==> src/pma_defines.svh <==
`ifndef PMA_DEFINES_SVH
`define PMA_DEFINES_SVH

// Upper CSR address field of the PMA block
// Gives CSR addresses BC0 to BCF
`define PMA_CSR_BASE 8'hBC

// One register per 256 MB region
`define PMA_NUM_REGS 16

// Address bits 31:28 pick the register
`define PMA_REGION_MSB 31

// Bit 27 picks the 128 MB half inside a region
// Region index LSB sits one above this bit
`define PMA_HALF_BIT 27

`endif

==> src/pma_access_pkg.sv <==
package pma_access_pkg;

  // Access width of a load, store or fetch
  // Also the widest access a region allows
  typedef enum logic [1:0] {
    byte_acc       = 2'd0,
    half_acc       = 2'd1,
    word_acc       = 2'd2,
    // Never stored, WARL maps it to word_acc
    acc_width_rsvd = 2'd3
  } acc_width_t;

  // Exception cause codes from the privileged spec
  // Only the access fault subset is raised here
  typedef enum logic [4:0] {
    instr_access_fault = 5'd1,
    load_access_fault  = 5'd5,
    store_access_fault = 5'd7
  } exc_cause_t;

endpackage

==> src/pma_cfg_pkg.sv <==
package pma_cfg_pkg;

  // Reservability of LR/SC in a region
  typedef enum logic [1:0] {
    rsrv_none,
    rsrv_strong,
    rsrv_eventual,
    // Never stored, WARL maps it to rsrv_none
    rsrv_rsvd
  } rsrv_t;

  // AMO support class
  typedef enum logic [1:0] {
    amo_none,
    amo_swap,
    amo_logical,
    amo_arith
  } amo_t;

  // One half-region configuration, MSB first
  typedef struct packed {
    logic [2:0]               rsvd;
    logic                     w;
    logic                     r;
    logic                     x;
    pma_access_pkg::acc_width_t acc_width;
    // Stored only, not enforced
    logic                     idm;
    logic                     cache;
    logic                     coh;
    rsrv_t                    rsrv;
    amo_t                     amo;
    // 1 = memory, 0 = I/O
    logic                     mem;
  } pma_cfg_t;

  // One CSR, upper half covers the upper 128 MB
  typedef struct packed {
    pma_cfg_t cfg_1;
    pma_cfg_t cfg_0;
  } pma_reg_t;

  // Boot ROM, read and execute only
  localparam pma_cfg_t ROM_CFG = '{rsvd: 3'b000, w: 1'b0, r: 1'b1, x: 1'b1,
    acc_width: pma_access_pkg::word_acc, idm: 1'b1, cache: 1'b1, coh: 1'b1,
    rsrv: rsrv_eventual, amo: amo_none, mem: 1'b1};

  // Main memory, same as ROM plus write
  localparam pma_cfg_t RAM_CFG = '{rsvd: 3'b000, w: 1'b1, r: 1'b1, x: 1'b1,
    acc_width: pma_access_pkg::word_acc, idm: 1'b1, cache: 1'b1, coh: 1'b1,
    rsrv: rsrv_eventual, amo: amo_none, mem: 1'b1};

  // Device space, uncached and not idempotent
  localparam pma_cfg_t IO_CFG = '{rsvd: 3'b000, w: 1'b1, r: 1'b1, x: 1'b1,
    acc_width: pma_access_pkg::word_acc, idm: 1'b0, cache: 1'b0, coh: 1'b1,
    rsrv: rsrv_eventual, amo: amo_none, mem: 1'b0};

endpackage

==> src/pma_checker.sv <==
`timescale 1ns/1ps

`include "pma_defines.svh"

module pma_checker (
  input  pma_cfg_pkg::pma_reg_t [`PMA_NUM_REGS-1:0]  pma_regs_i,
  input  logic [31:0]                                daddr_i,
  input  logic                                       d_ren_i,
  input  logic                                       d_wen_i,
  input  pma_access_pkg::acc_width_t                 d_width_i,
  input  logic [31:0]                                iaddr_i,
  input  logic                                       i_xen_i,
  input  pma_access_pkg::acc_width_t                 i_width_i,
  output logic                                       l_fault_o,
  output logic                                       s_fault_o,
  output logic                                       i_fault_o,
  output logic [31:0]                                fault_addr_o
);

  pma_cfg_pkg::pma_reg_t d_reg;
  pma_cfg_pkg::pma_reg_t i_reg;
  pma_cfg_pkg::pma_cfg_t d_cfg;
  pma_cfg_pkg::pma_cfg_t i_cfg;
  logic                  d_width_bad;
  logic                  i_width_bad;
  logic                  l_raw;
  logic                  s_raw;
  logic                  i_raw;

  // Region lookup, data and fetch side independent
  assign d_reg = pma_regs_i[daddr_i[`PMA_REGION_MSB:`PMA_HALF_BIT+1]];
  assign i_reg = pma_regs_i[iaddr_i[`PMA_REGION_MSB:`PMA_HALF_BIT+1]];

  // Half select within the 256 MB region
  assign d_cfg = daddr_i[`PMA_HALF_BIT] ? d_reg.cfg_1 : d_reg.cfg_0;
  assign i_cfg = iaddr_i[`PMA_HALF_BIT] ? i_reg.cfg_1 : i_reg.cfg_0;

  // Wider than the region allows
  assign d_width_bad = (d_width_i > d_cfg.acc_width);
  assign i_width_bad = (i_width_i > i_cfg.acc_width);

  // Per-port violations before priority
  assign l_raw = d_ren_i && (!d_cfg.r || d_width_bad);
  assign s_raw = d_wen_i && (!d_cfg.w || d_width_bad);
  assign i_raw = i_xen_i && (!i_cfg.x || i_width_bad);

  // Load wins over store, store over fetch
  always_comb begin
    l_fault_o    = 1'b0;
    s_fault_o    = 1'b0;
    i_fault_o    = 1'b0;
    fault_addr_o = daddr_i;
    if (l_raw) begin
      l_fault_o = 1'b1;
    end else if (s_raw) begin
      s_fault_o = 1'b1;
    end else if (i_raw) begin
      i_fault_o    = 1'b1;
      // Fetch fault reports the PC
      fault_addr_o = iaddr_i;
    end
  end

endmodule

==> src/pma_csr_regs.sv <==
`timescale 1ns/1ps

`include "pma_defines.svh"

module pma_csr_regs (
  input  logic                                       CLK,
  input  logic                                       nRST,
  input  logic [11:0]                                csr_addr_i,
  input  logic                                       csr_wen_i,
  input  logic [31:0]                                csr_wdata_i,
  output logic                                       csr_ack_o,
  output logic [31:0]                                csr_rdata_o,
  output pma_cfg_pkg::pma_reg_t [`PMA_NUM_REGS-1:0]  pma_regs_o
);

  // Register index width from the low CSR address bits
  localparam int IDX_W = $clog2(`PMA_NUM_REGS);

  pma_cfg_pkg::pma_reg_t [`PMA_NUM_REGS-1:0] regs;
  pma_cfg_pkg::pma_reg_t                     wr_val;
  logic [IDX_W-1:0]                          wr_idx;
  logic                                      wr_en;

  // Reset map per register
  // Region 0 low half is boot ROM, rest of 0..7 is RAM, 8..15 is I/O
  function automatic pma_cfg_pkg::pma_reg_t reset_entry(input int idx);
    pma_cfg_pkg::pma_reg_t ent;
    if (idx == 0) begin
      ent.cfg_1 = pma_cfg_pkg::RAM_CFG;
      ent.cfg_0 = pma_cfg_pkg::ROM_CFG;
    end else if (idx < `PMA_NUM_REGS / 2) begin
      ent.cfg_1 = pma_cfg_pkg::RAM_CFG;
      ent.cfg_0 = pma_cfg_pkg::RAM_CFG;
    end else begin
      ent.cfg_1 = pma_cfg_pkg::IO_CFG;
      ent.cfg_0 = pma_cfg_pkg::IO_CFG;
    end
    return ent;
  endfunction

  // WARL fixup of one half on its own
  function automatic pma_cfg_pkg::pma_cfg_t warl_half(input pma_cfg_pkg::pma_cfg_t c);
    pma_cfg_pkg::pma_cfg_t s;
    s = c;
    if (c.rsrv == pma_cfg_pkg::rsrv_rsvd) begin
      s.rsrv = pma_cfg_pkg::rsrv_none;
    end
    if (c.acc_width == pma_access_pkg::acc_width_rsvd) begin
      s.acc_width = pma_access_pkg::word_acc;
    end
    return s;
  endfunction

  // Block select, ack is purely the address match
  assign csr_ack_o = (csr_addr_i[11:4] == `PMA_CSR_BASE);
  assign wr_en     = csr_wen_i && csr_ack_o;
  assign wr_idx    = csr_addr_i[IDX_W-1:0];

  // Sanitize both halves separately
  always_comb begin
    wr_val.cfg_1 = warl_half(pma_cfg_pkg::pma_cfg_t'(csr_wdata_i[31:16]));
    wr_val.cfg_0 = warl_half(pma_cfg_pkg::pma_cfg_t'(csr_wdata_i[15:0]));
  end

  // Register file, write visible on the next edge
  always_ff @(posedge CLK, negedge nRST) begin
    if (!nRST) begin
      for (int i = 0; i < `PMA_NUM_REGS; i++) begin
        regs[i] <= reset_entry(i);
      end
    end else if (wr_en) begin
      regs[wr_idx] <= wr_val;
    end
  end

  // Combinational read of the selected register
  assign csr_rdata_o = regs[wr_idx];
  assign pma_regs_o  = regs;

  // Write path must never leave a reserved encoding behind
  for (genvar g = 0; g < `PMA_NUM_REGS; g++) begin : g_warl_chk
    a_no_rsvd: assert property (@(posedge CLK) disable iff (!nRST)
      (regs[g].cfg_0.acc_width != pma_access_pkg::acc_width_rsvd) &&
      (regs[g].cfg_1.acc_width != pma_access_pkg::acc_width_rsvd) &&
      (regs[g].cfg_0.rsrv != pma_cfg_pkg::rsrv_rsvd) &&
      (regs[g].cfg_1.rsrv != pma_cfg_pkg::rsrv_rsvd));
  end

endmodule

==> src/pma_fault_reporter.sv <==
`timescale 1ns/1ps

module pma_fault_reporter (
  input  logic                        CLK,
  input  logic                        nRST,
  input  logic                        l_fault_i,
  input  logic                        s_fault_i,
  input  logic                        i_fault_i,
  input  logic [31:0]                 fault_addr_i,
  output logic                        exc_valid_o,
  output pma_access_pkg::exc_cause_t  exc_cause_o,
  output logic [31:0]                 exc_tval_o
);

  logic                       any_fault;
  pma_access_pkg::exc_cause_t cause_nxt;

  assign any_fault = l_fault_i || s_fault_i || i_fault_i;

  // Cause encode, inputs already one-hot
  always_comb begin
    if (l_fault_i) begin
      cause_nxt = pma_access_pkg::load_access_fault;
    end else if (s_fault_i) begin
      cause_nxt = pma_access_pkg::store_access_fault;
    end else begin
      cause_nxt = pma_access_pkg::instr_access_fault;
    end
  end

  // One-cycle pulse per faulting cycle
  // Cause and tval hold until the next fault
  always_ff @(posedge CLK, negedge nRST) begin
    if (!nRST) begin
      exc_valid_o <= 1'b0;
      exc_cause_o <= pma_access_pkg::exc_cause_t'(5'd0);
      exc_tval_o  <= 32'd0;
    end else begin
      exc_valid_o <= any_fault;
      if (any_fault) begin
        exc_cause_o <= cause_nxt;
        exc_tval_o  <= fault_addr_i;
      end
    end
  end

  // Core samples valid every cycle
  a_valid_known: assert property (@(posedge CLK) disable iff (!nRST)
    !$isunknown(exc_valid_o));

  // Encoder above needs a single cause per cycle from the checker
  a_fault_onehot: assert property (@(posedge CLK) disable iff (!nRST)
    $onehot0({l_fault_i, s_fault_i, i_fault_i}));

endmodule

==> src/pma_top.sv <==
`timescale 1ns/1ps

`include "pma_defines.svh"

module pma_top (
  input  logic                        CLK,
  input  logic                        nRST,
  // CSR port
  input  logic [11:0]                 csr_addr_i,
  input  logic                        csr_wen_i,
  input  logic [31:0]                 csr_wdata_i,
  output logic                        csr_ack_o,
  output logic [31:0]                 csr_rdata_o,
  // Data access
  input  logic [31:0]                 daddr_i,
  input  logic                        d_ren_i,
  input  logic                        d_wen_i,
  input  pma_access_pkg::acc_width_t  d_width_i,
  // Instruction fetch
  input  logic [31:0]                 iaddr_i,
  input  logic                        i_xen_i,
  input  pma_access_pkg::acc_width_t  i_width_i,
  // Exception report
  output logic                        exc_valid_o,
  output pma_access_pkg::exc_cause_t  exc_cause_o,
  output logic [31:0]                 exc_tval_o
);

  pma_cfg_pkg::pma_reg_t [`PMA_NUM_REGS-1:0] pma_regs;
  logic                                      l_fault;
  logic                                      s_fault;
  logic                                      i_fault;
  logic [31:0]                               fault_addr;

  // Configuration registers behind the CSR port
  pma_csr_regs u_regs (
    .CLK         (CLK),
    .nRST        (nRST),
    .csr_addr_i  (csr_addr_i),
    .csr_wen_i   (csr_wen_i),
    .csr_wdata_i (csr_wdata_i),
    .csr_ack_o   (csr_ack_o),
    .csr_rdata_o (csr_rdata_o),
    .pma_regs_o  (pma_regs)
  );

  // Same-cycle fault decision
  pma_checker u_checker (
    .pma_regs_i   (pma_regs),
    .daddr_i      (daddr_i),
    .d_ren_i      (d_ren_i),
    .d_wen_i      (d_wen_i),
    .d_width_i    (d_width_i),
    .iaddr_i      (iaddr_i),
    .i_xen_i      (i_xen_i),
    .i_width_i    (i_width_i),
    .l_fault_o    (l_fault),
    .s_fault_o    (s_fault),
    .i_fault_o    (i_fault),
    .fault_addr_o (fault_addr)
  );

  // Registered exception to the core
  pma_fault_reporter u_reporter (
    .CLK          (CLK),
    .nRST         (nRST),
    .l_fault_i    (l_fault),
    .s_fault_i    (s_fault),
    .i_fault_i    (i_fault),
    .fault_addr_i (fault_addr),
    .exc_valid_o  (exc_valid_o),
    .exc_cause_o  (exc_cause_o),
    .exc_tval_o   (exc_tval_o)
  );

endmodule

==> config.mk <==
export PLATFORM = sky130hd
export DESIGN_NAME = pma_top
export DESIGN_NICKNAME = d
export VERILOG_FILES = /design/src/pma_access_pkg.sv /design/src/pma_cfg_pkg.sv /design/src/pma_checker.sv /design/src/pma_csr_regs.sv /design/src/pma_fault_reporter.sv /design/src/pma_top.sv
export VERILOG_INCLUDE_DIRS = /design/src
export SDC_FILE = /design/constraint.sdc
export NUM_CORES = 1
export LEC_CHECK = 0
export ABC_AREA = 1
export BUFFER_PORTS_ARGS = -buffer_cell sky130_fd_sc_hd__buf_2
export CELL_PAD_IN_SITES_DETAIL_PLACEMENT = 0
export CELL_PAD_IN_SITES_GLOBAL_PLACEMENT = 2
export CORE_ASPECT_RATIO = 0.7
export CORE_MARGIN = 2
export CORE_UTILIZATION = 32
export CTS_CLUSTER_SIZE = 8
export DETAILED_ROUTE_END_ITERATION = 10
export MAX_ROUTING_LAYER = met4
export PLACE_DENSITY_LB_ADDON = 0.1
export SYNTH_ARGS = -nofsm -noshare
export SYNTH_HDL_FRONTEND = slang
export SYNTH_HIERARCHICAL = 1
export SYNTH_SLANG_ARGS = --single-unit
==> constraint.sdc <==
create_clock -name CLK -period 3 [get_ports CLK]
set_clock_uncertainty 0.1 [all_clocks]
set_input_delay 0.75 -clock CLK [delete_from_list [all_inputs] [get_ports CLK]]
set_output_delay 0.75 -clock CLK [all_outputs]
set_load 0.01 [all_outputs]
# ---- Yosys cells after proc, flatten, opt, wreduce, memory -nomap -nowiden
# Cells that the tools add are included.
dict set report totals {
  ff_bits 550
  input_bits 118
  output_inout_bits 71
  elab_cells 405
}
dict set report op_classes {
  magnitude_cmp 6
  n_eq_ne 5
  muxes 26
  n_reduce_logical 13
}
# operator n
set op_table {}
lappend op_table {{$bwmux 512} 1}
lappend op_table {{$bmux 32 s4} 3}
lappend op_table {{$mux 32} 5}
lappend op_table {{$demux 32 s4} 1}
lappend op_table {{$mux 29} 1}
lappend op_table {{$mux 27} 1}
lappend op_table {{$lt 4x5->1 const B} 3}
lappend op_table {{$mux 13} 1}
lappend op_table {{$mux 11} 1}
lappend op_table {{$eq 2x2->1 const B} 4}
lappend op_table {{$eq 8x8->1 const B} 1}
lappend op_table {{$mux 2} 4}
lappend op_table {{$mux 1} 6}
lappend op_table {{$mux 3} 2}
lappend op_table {{$logic_and 1x1->1} 5}
lappend op_table {{$logic_or 1x1->1} 5}
lappend op_table {{$ge 4x1->1 const B} 1}
lappend op_table {{$gt 2x2->1} 2}
lappend op_table {{$logic_not 1->1} 3}

# ---- Depth between registers and ports, before layout
dict set report logic_depth {
  ltp_word 10
  mapped_depth 24
  depth_no_buf 19
}

# ---- Modules after synthesis
# The synthesis kept the hierarchy.
# mod n_inst cells_per_inst area_per_inst_um2 seq_area_each_um2
set modules_own_cells {}
lappend modules_own_cells {pma_csr_regs 1 3737 26500.4 13111.3}
lappend modules_own_cells {pma_checker 1 569 2701.3 0.0}
lappend modules_own_cells {pma_fault_reporter 1 152 1441.4 900.9}

# ---- Worst setup path before layout
# OpenSTA, ideal clock, no wires.
dict set report synth_path {
  path_kind {input to register}
  from {in daddr_i[29]}
  to {reg u_reporter.exc_tval_o[0]}
  setup_time_ps 116
  arrival_ps 3475
  path_slack_ps -691
  stages 22
  path_cell_list {inv_2 buf_2 buf_2 clkbuf_1 o21ai_0 o221ai_1 nand3_1 nand3_1 nand2_1 ha_1 inv_1 nor2_1 o21ai_0 nand3_1 nand2_2 buf_4 inv_1 nor2_1 nor2_4 buf_4 nand3_1 nand2_1}
}
dict set report synth_via {
  word_cells_on_any_way 19
}
# item line
set synth_lines {}
lappend synth_lines {{start: declaration} pma_top.sv:15} ;# input logic [31:0] daddr_i,
lappend synth_lines {{$bmux 32 s4 (*)} pma_checker.sv:31} ;# assign d_reg = pma_regs_i[daddr_i[`PMA_REGION_MSB:`PMA_HALF_BIT+1]];
lappend synth_lines {{$mux 29 (*)} pma_checker.sv:31}
lappend synth_lines {{$mux 13 (*)} pma_checker.sv:35} ;# assign d_cfg = daddr_i[`PMA_HALF_BIT] ? d_reg.cfg_1 : d_reg.cfg_0;
lappend synth_lines {{$gt 2x2->1 / $logic_not 1->1 (equally long branches)} {pma_checker.sv:39, pma_checker.sv:43}}
lappend synth_lines {{$logic_or 1x1->1 (*)} pma_checker.sv:43} ;# assign l_raw = d_ren_i && (!d_cfg.r || d_width_bad);
lappend synth_lines {{$logic_and 1x1->1 (*)} pma_checker.sv:43}
lappend synth_lines {{$mux 1 (*)} pma_checker.sv:53} ;# if (l_raw) begin
lappend synth_lines {{named net l_fault} pma_top.sv:30} ;# logic l_fault;
lappend synth_lines {{$logic_or 1x1->1 (*) (2 in a row)} pma_fault_reporter.sv:18} ;# assign any_fault = l_fault_i || s_fault_i || i_fault_i;
lappend synth_lines {{end signal: assignment} pma_fault_reporter.sv:42} ;# exc_tval_o <= fault_addr_i;
lappend synth_lines {{end: declaration} pma_fault_reporter.sv:12} ;# output logic [31:0] exc_tval_o
# Mark *: on every way through the listed nets, which the timed path passes. The rest lies on a longest branch. The select of a mux whose other input is x is not followed.
# A chain may end at the register's enable or synchronous reset.

# ---- Worst setup path after layout
dict set report layout_path {
  from {in csr_addr_i[0]}
  to {out csr_rdata_o[8]}
}
dict set report layout_via {
  elab_chain_cells 2
}
# item line
set layout_rtl {}
lappend layout_rtl {{start: declaration} pma_top.sv:9} ;# input logic [11:0] csr_addr_i,
lappend layout_rtl {{$bmux 32 s4} pma_csr_regs.sv:77} ;# assign csr_rdata_o = regs[wr_idx];
lappend layout_rtl {{$mux 32 (implied by the code)} pma_csr_regs.sv:77}
lappend layout_rtl {{end: declaration} pma_top.sv:13} ;# output logic [31:0] csr_rdata_o,
# No other way between the ends. The select of a mux whose other input is x is not followed.

==> results_dict.tcl <==
set metrics [dict create \
    synthArstFlopShare_pct 100 \
    grt_pass1_wl_um 210000 \
    reg2reg_setup_slack_ns 0.16 \
    core_area_um2 94400 \
    hold_ws_ns 0.264 \
    cp_common_cell "nand2_1" \
    synth_top_family_by_area "simple AND/OR/NAND/NOR gates" \
    die_y_um 263 \
    cts_tree "done" \
    first_pass_iters 6 \
    synthMuxAreaShare_pct 0 \
    hold_viol 0 \
    netlist_instances 4458 \
    first_global_vias 29900 \
    routedWlPerCell_um 24.0 \
    syn2layout_area_growth_pct 25.3 \
    cts_buffer_depth 3 \
    clock_sinks 548 \
    fin_crit_sh_pct 99.1 \
    cts_made_buffers 78 \
    yosys-top-cells-area "nand2_1, dfrtp_1, dfstp_2, nand4_1, clkbuf_1" \
    yosys.area_share.adder_pct 0.163 \
    maxCapViolCount 0 \
    rr_worst_depth 19 \
    dpl.hpwl_um 92300 \
    post_synth.cell_area_avg_um2 6.87 \
    die_w_um 374 \
    setup_violations 0 \
    cpPeakStageDelay_ns 0.18 \
    ys.flop_type "dfrtp_1" \
    gp_congestion 0.882 \
    synth_compound_area_share_pct 4.79 \
    vias 31300 \
    start_kind "input pin" \
    power_density_nw_per_um2 487 \
    initial_core_util_pct 32.4 \
    status "completed" \
    crit_type "in2out" \
    dieArea_um2 98300 \
    critPathRequiredTime_ns 2.15 \
    drt_iter0_markers 2728 \
    grt.total_usage_pct 29.5 \
    critPathCaptureType "output pin" \
    arrival_ns 2.12 \
    clock-root-buffer "clkbuf_16" \
    use_met2_pct 39.6 \
    synth_simple_gate_area_share_pct 42.5 \
    row_count 94 \
    drv_slew 0 \
    grt_start_max_net_pins 128 \
    yosysTopAreaCellShare_pct 30.8 \
    viasPerCell 5.21 \
    drive_gt1_share_pct 20.3 \
    syn_area_um2 30600 \
    reg2reg_from "u_regs/pma_regs_o[313]" \
    num_io_pins 189 \
    synthXorXnorAreaFrac_pct 0 \
    yosys_warnings 6 \
    synth_largest_area_cell "nand2_1" \
    worst_pin_slew_ns 0.719 \
    insertion_delay_ns 0.68 \
    vdd_ir_drop_max_mv 0.349 \
    whs_endpoint "u_reporter/exc_tval_o[4]" \
    synth_edf_count 0 \
    hold_path_depth 5 \
    grt_use_met1_pct 43.2 \
    wl_um 144000 \
    finalCriticalPeriod_ns 2.97 \
    ys_ff_latch 548 \
    drc 0 \
    reg2reg_to "u_reporter/exc_tval_o[28]" \
    hp-start "daddr_i[4]" \
    crit_fanout 8 \
    final_nets 4814 \
    slowest_stage "buf_16" \
    clkTransAtPathRegs_ns 0.05 \
    leakage_nw 19.7 \
    max-slew-margin-rel_pct 52.1 \
    portBuffers 186 \
    yosysMostFrequentCell "nand2_1" \
    yosysUniqueCellTypes 34 \
    groute.layer.met3.usage_pct 6.96 \
    power_mw 18.7 \
    antenna_found_initial 12 \
    globalRouteOverflowTotal 0 \
    grt-busiest-layer "met1" \
    detail-route-antenna-nets 0 \
    clock.fmax_mhz 336 \
    grt_setup_unrepaired "true" \
    path_cells "buf_16 > clkinv_16 > buf_16 > buf_12 > nand2_4 > nand2_2 > nand2_1 > nand2_1 > nand2_1 > nand2_1 > inv_1 > nand2_2 > buf_12 > buf_12" \
    synthTopCellsByCount "nand2_1, nand4_1, dfrtp_1, dfstp_2, clkbuf_1" \
    ys_seq_area_share_pct 45.7 \
    hold_class "in2reg" \
    htree_levels 3 \
]
==> power by group <==
| group | switching [mW] | leakage [nW] | internal (mW) |
|---|---|---|---|
| sequential | 0.0944 | 6.71 | 7.57 |
| combinational | 1.54 | 11.9 | 0.737 |
| clock | 3.80 | 1.09 | 4.94 |
==> layout make-up <==
cell class	instances	area, µm²
timing repair buffer	521	5000
clock buffer	132	2160
clock inverter	7	145
timing repair inverter	1	11.3
inverter	127	515
sequential	548	14000
antenna	8	20.0
fill	9998	56100
tap	1248	1560
multi-input combinational	3415	15000
==> worst max path at each step <==
stage	to	startpoint	slack (ns)	cells past startpoint
floorplan	u_reporter/exc_tval_o[30]	daddr_i[28]	-0.33	22
global placement	u_reporter/exc_tval_o[22]	daddr_i[28]	-0.58	20
detailed placement	u_reporter/exc_tval_o[27]	daddr_i[28]	-0.64	19
CTS	csr_rdata_o[5]	csr_addr_i[0]	-0.04	13
global route	csr_rdata_o[8]	csr_addr_i[0]	-0.03	13
finish	csr_rdata_o[8]	csr_addr_i[0]	0.03	14
==> cells in the final DEF (no fill, tap or decap), types with 4 or more instances in the layout <==
cell type / synthesis / layout
clkbuf_1: 212 / 53
nand2_2: 4 / 45
buf_12: 0 / 86
o21ai_0: 120 / 113
o221ai_1: 24 / 23
buf_8: 0 / 6
clkbuf_16: 0 / 87
buf_6: 5 / 25
nor2_4: 1 / 13
inv_1: 119 / 103
nand4_4: 0 / 4
inv_2: 7 / 16
nor2_1: 83 / 73
diode_2: 0 / 8
nand2_1: 2515 / 2464
buf_4: 10 / 215
o21ai_1: 104 / 110
nand3_2: 0 / 15
dfrtp_1: 309 / 309
buf_16: 0 / 7
buf_2: 126 / 171
nand2_4: 1 / 10
nand3_1: 139 / 124
dfstp_2: 239 / 239
o22ai_1: 5 / 5
a21oi_1: 8 / 8
nand4_1: 385 / 385
==> sequential cells by signal, summed over array words and instances (netlist names) <==
| signal | count |
|---|---|
| u_reporter/exc_valid_o | 1 |
| u_regs/pma_regs_o | 512 |
| u_reporter/exc_tval_o | 32 |
| u_reporter/exc_cause_o | 3 |
==> per-stage QoR <==
stage	util, %	instance area, µm²	cells	setup TNS, ns	setup WS [ns]
floorplan	-	30700	4459	-11.23	-0.332
global placement	37.3	35200	5836	-20.77	-0.580
detailed placement	37.3	35200	5836	-22.35	-0.637
CTS	39.8	37600	5977	-0.321	-0.0430
global route	40.6	38400	6005	-0.143	-0.0273
finish	40.6	38400	6007	0	0.0264
==> critical path: cells and delay by family <==
| kind | cells | cell delay (ns) |
|---|---|---|
| buf+inv | 7 | 0.91 |
| simple gates | 7 | 0.42 |
==> timing repair <==
item	CTS	global route
gates resized for setup	12	124
setup buffers	1	13
endpoints found under the setup margin	17	66
endpoints found under the hold margin	11	0
hold buffers	1	0
pin swaps	1	56
cloned	0	12
==> routing by layer <==
metal,part of all wire (%),up-vias,wire length [µm]
met5,0,-,0
met4,2.8,0,4010
met3,7.9,215,11400
met2,40,1056,58400
met1,49,15200,70400
li1,-,14800,-
==> cells by family after synthesis <==
family | count (synthesis)
compound gates | 269
fa+ha+maj | 4
buf+inv | 496
flops | 548
other cells | 1
simple gates | 3140
Note: power is estimated with default switching activity, not from simulation.
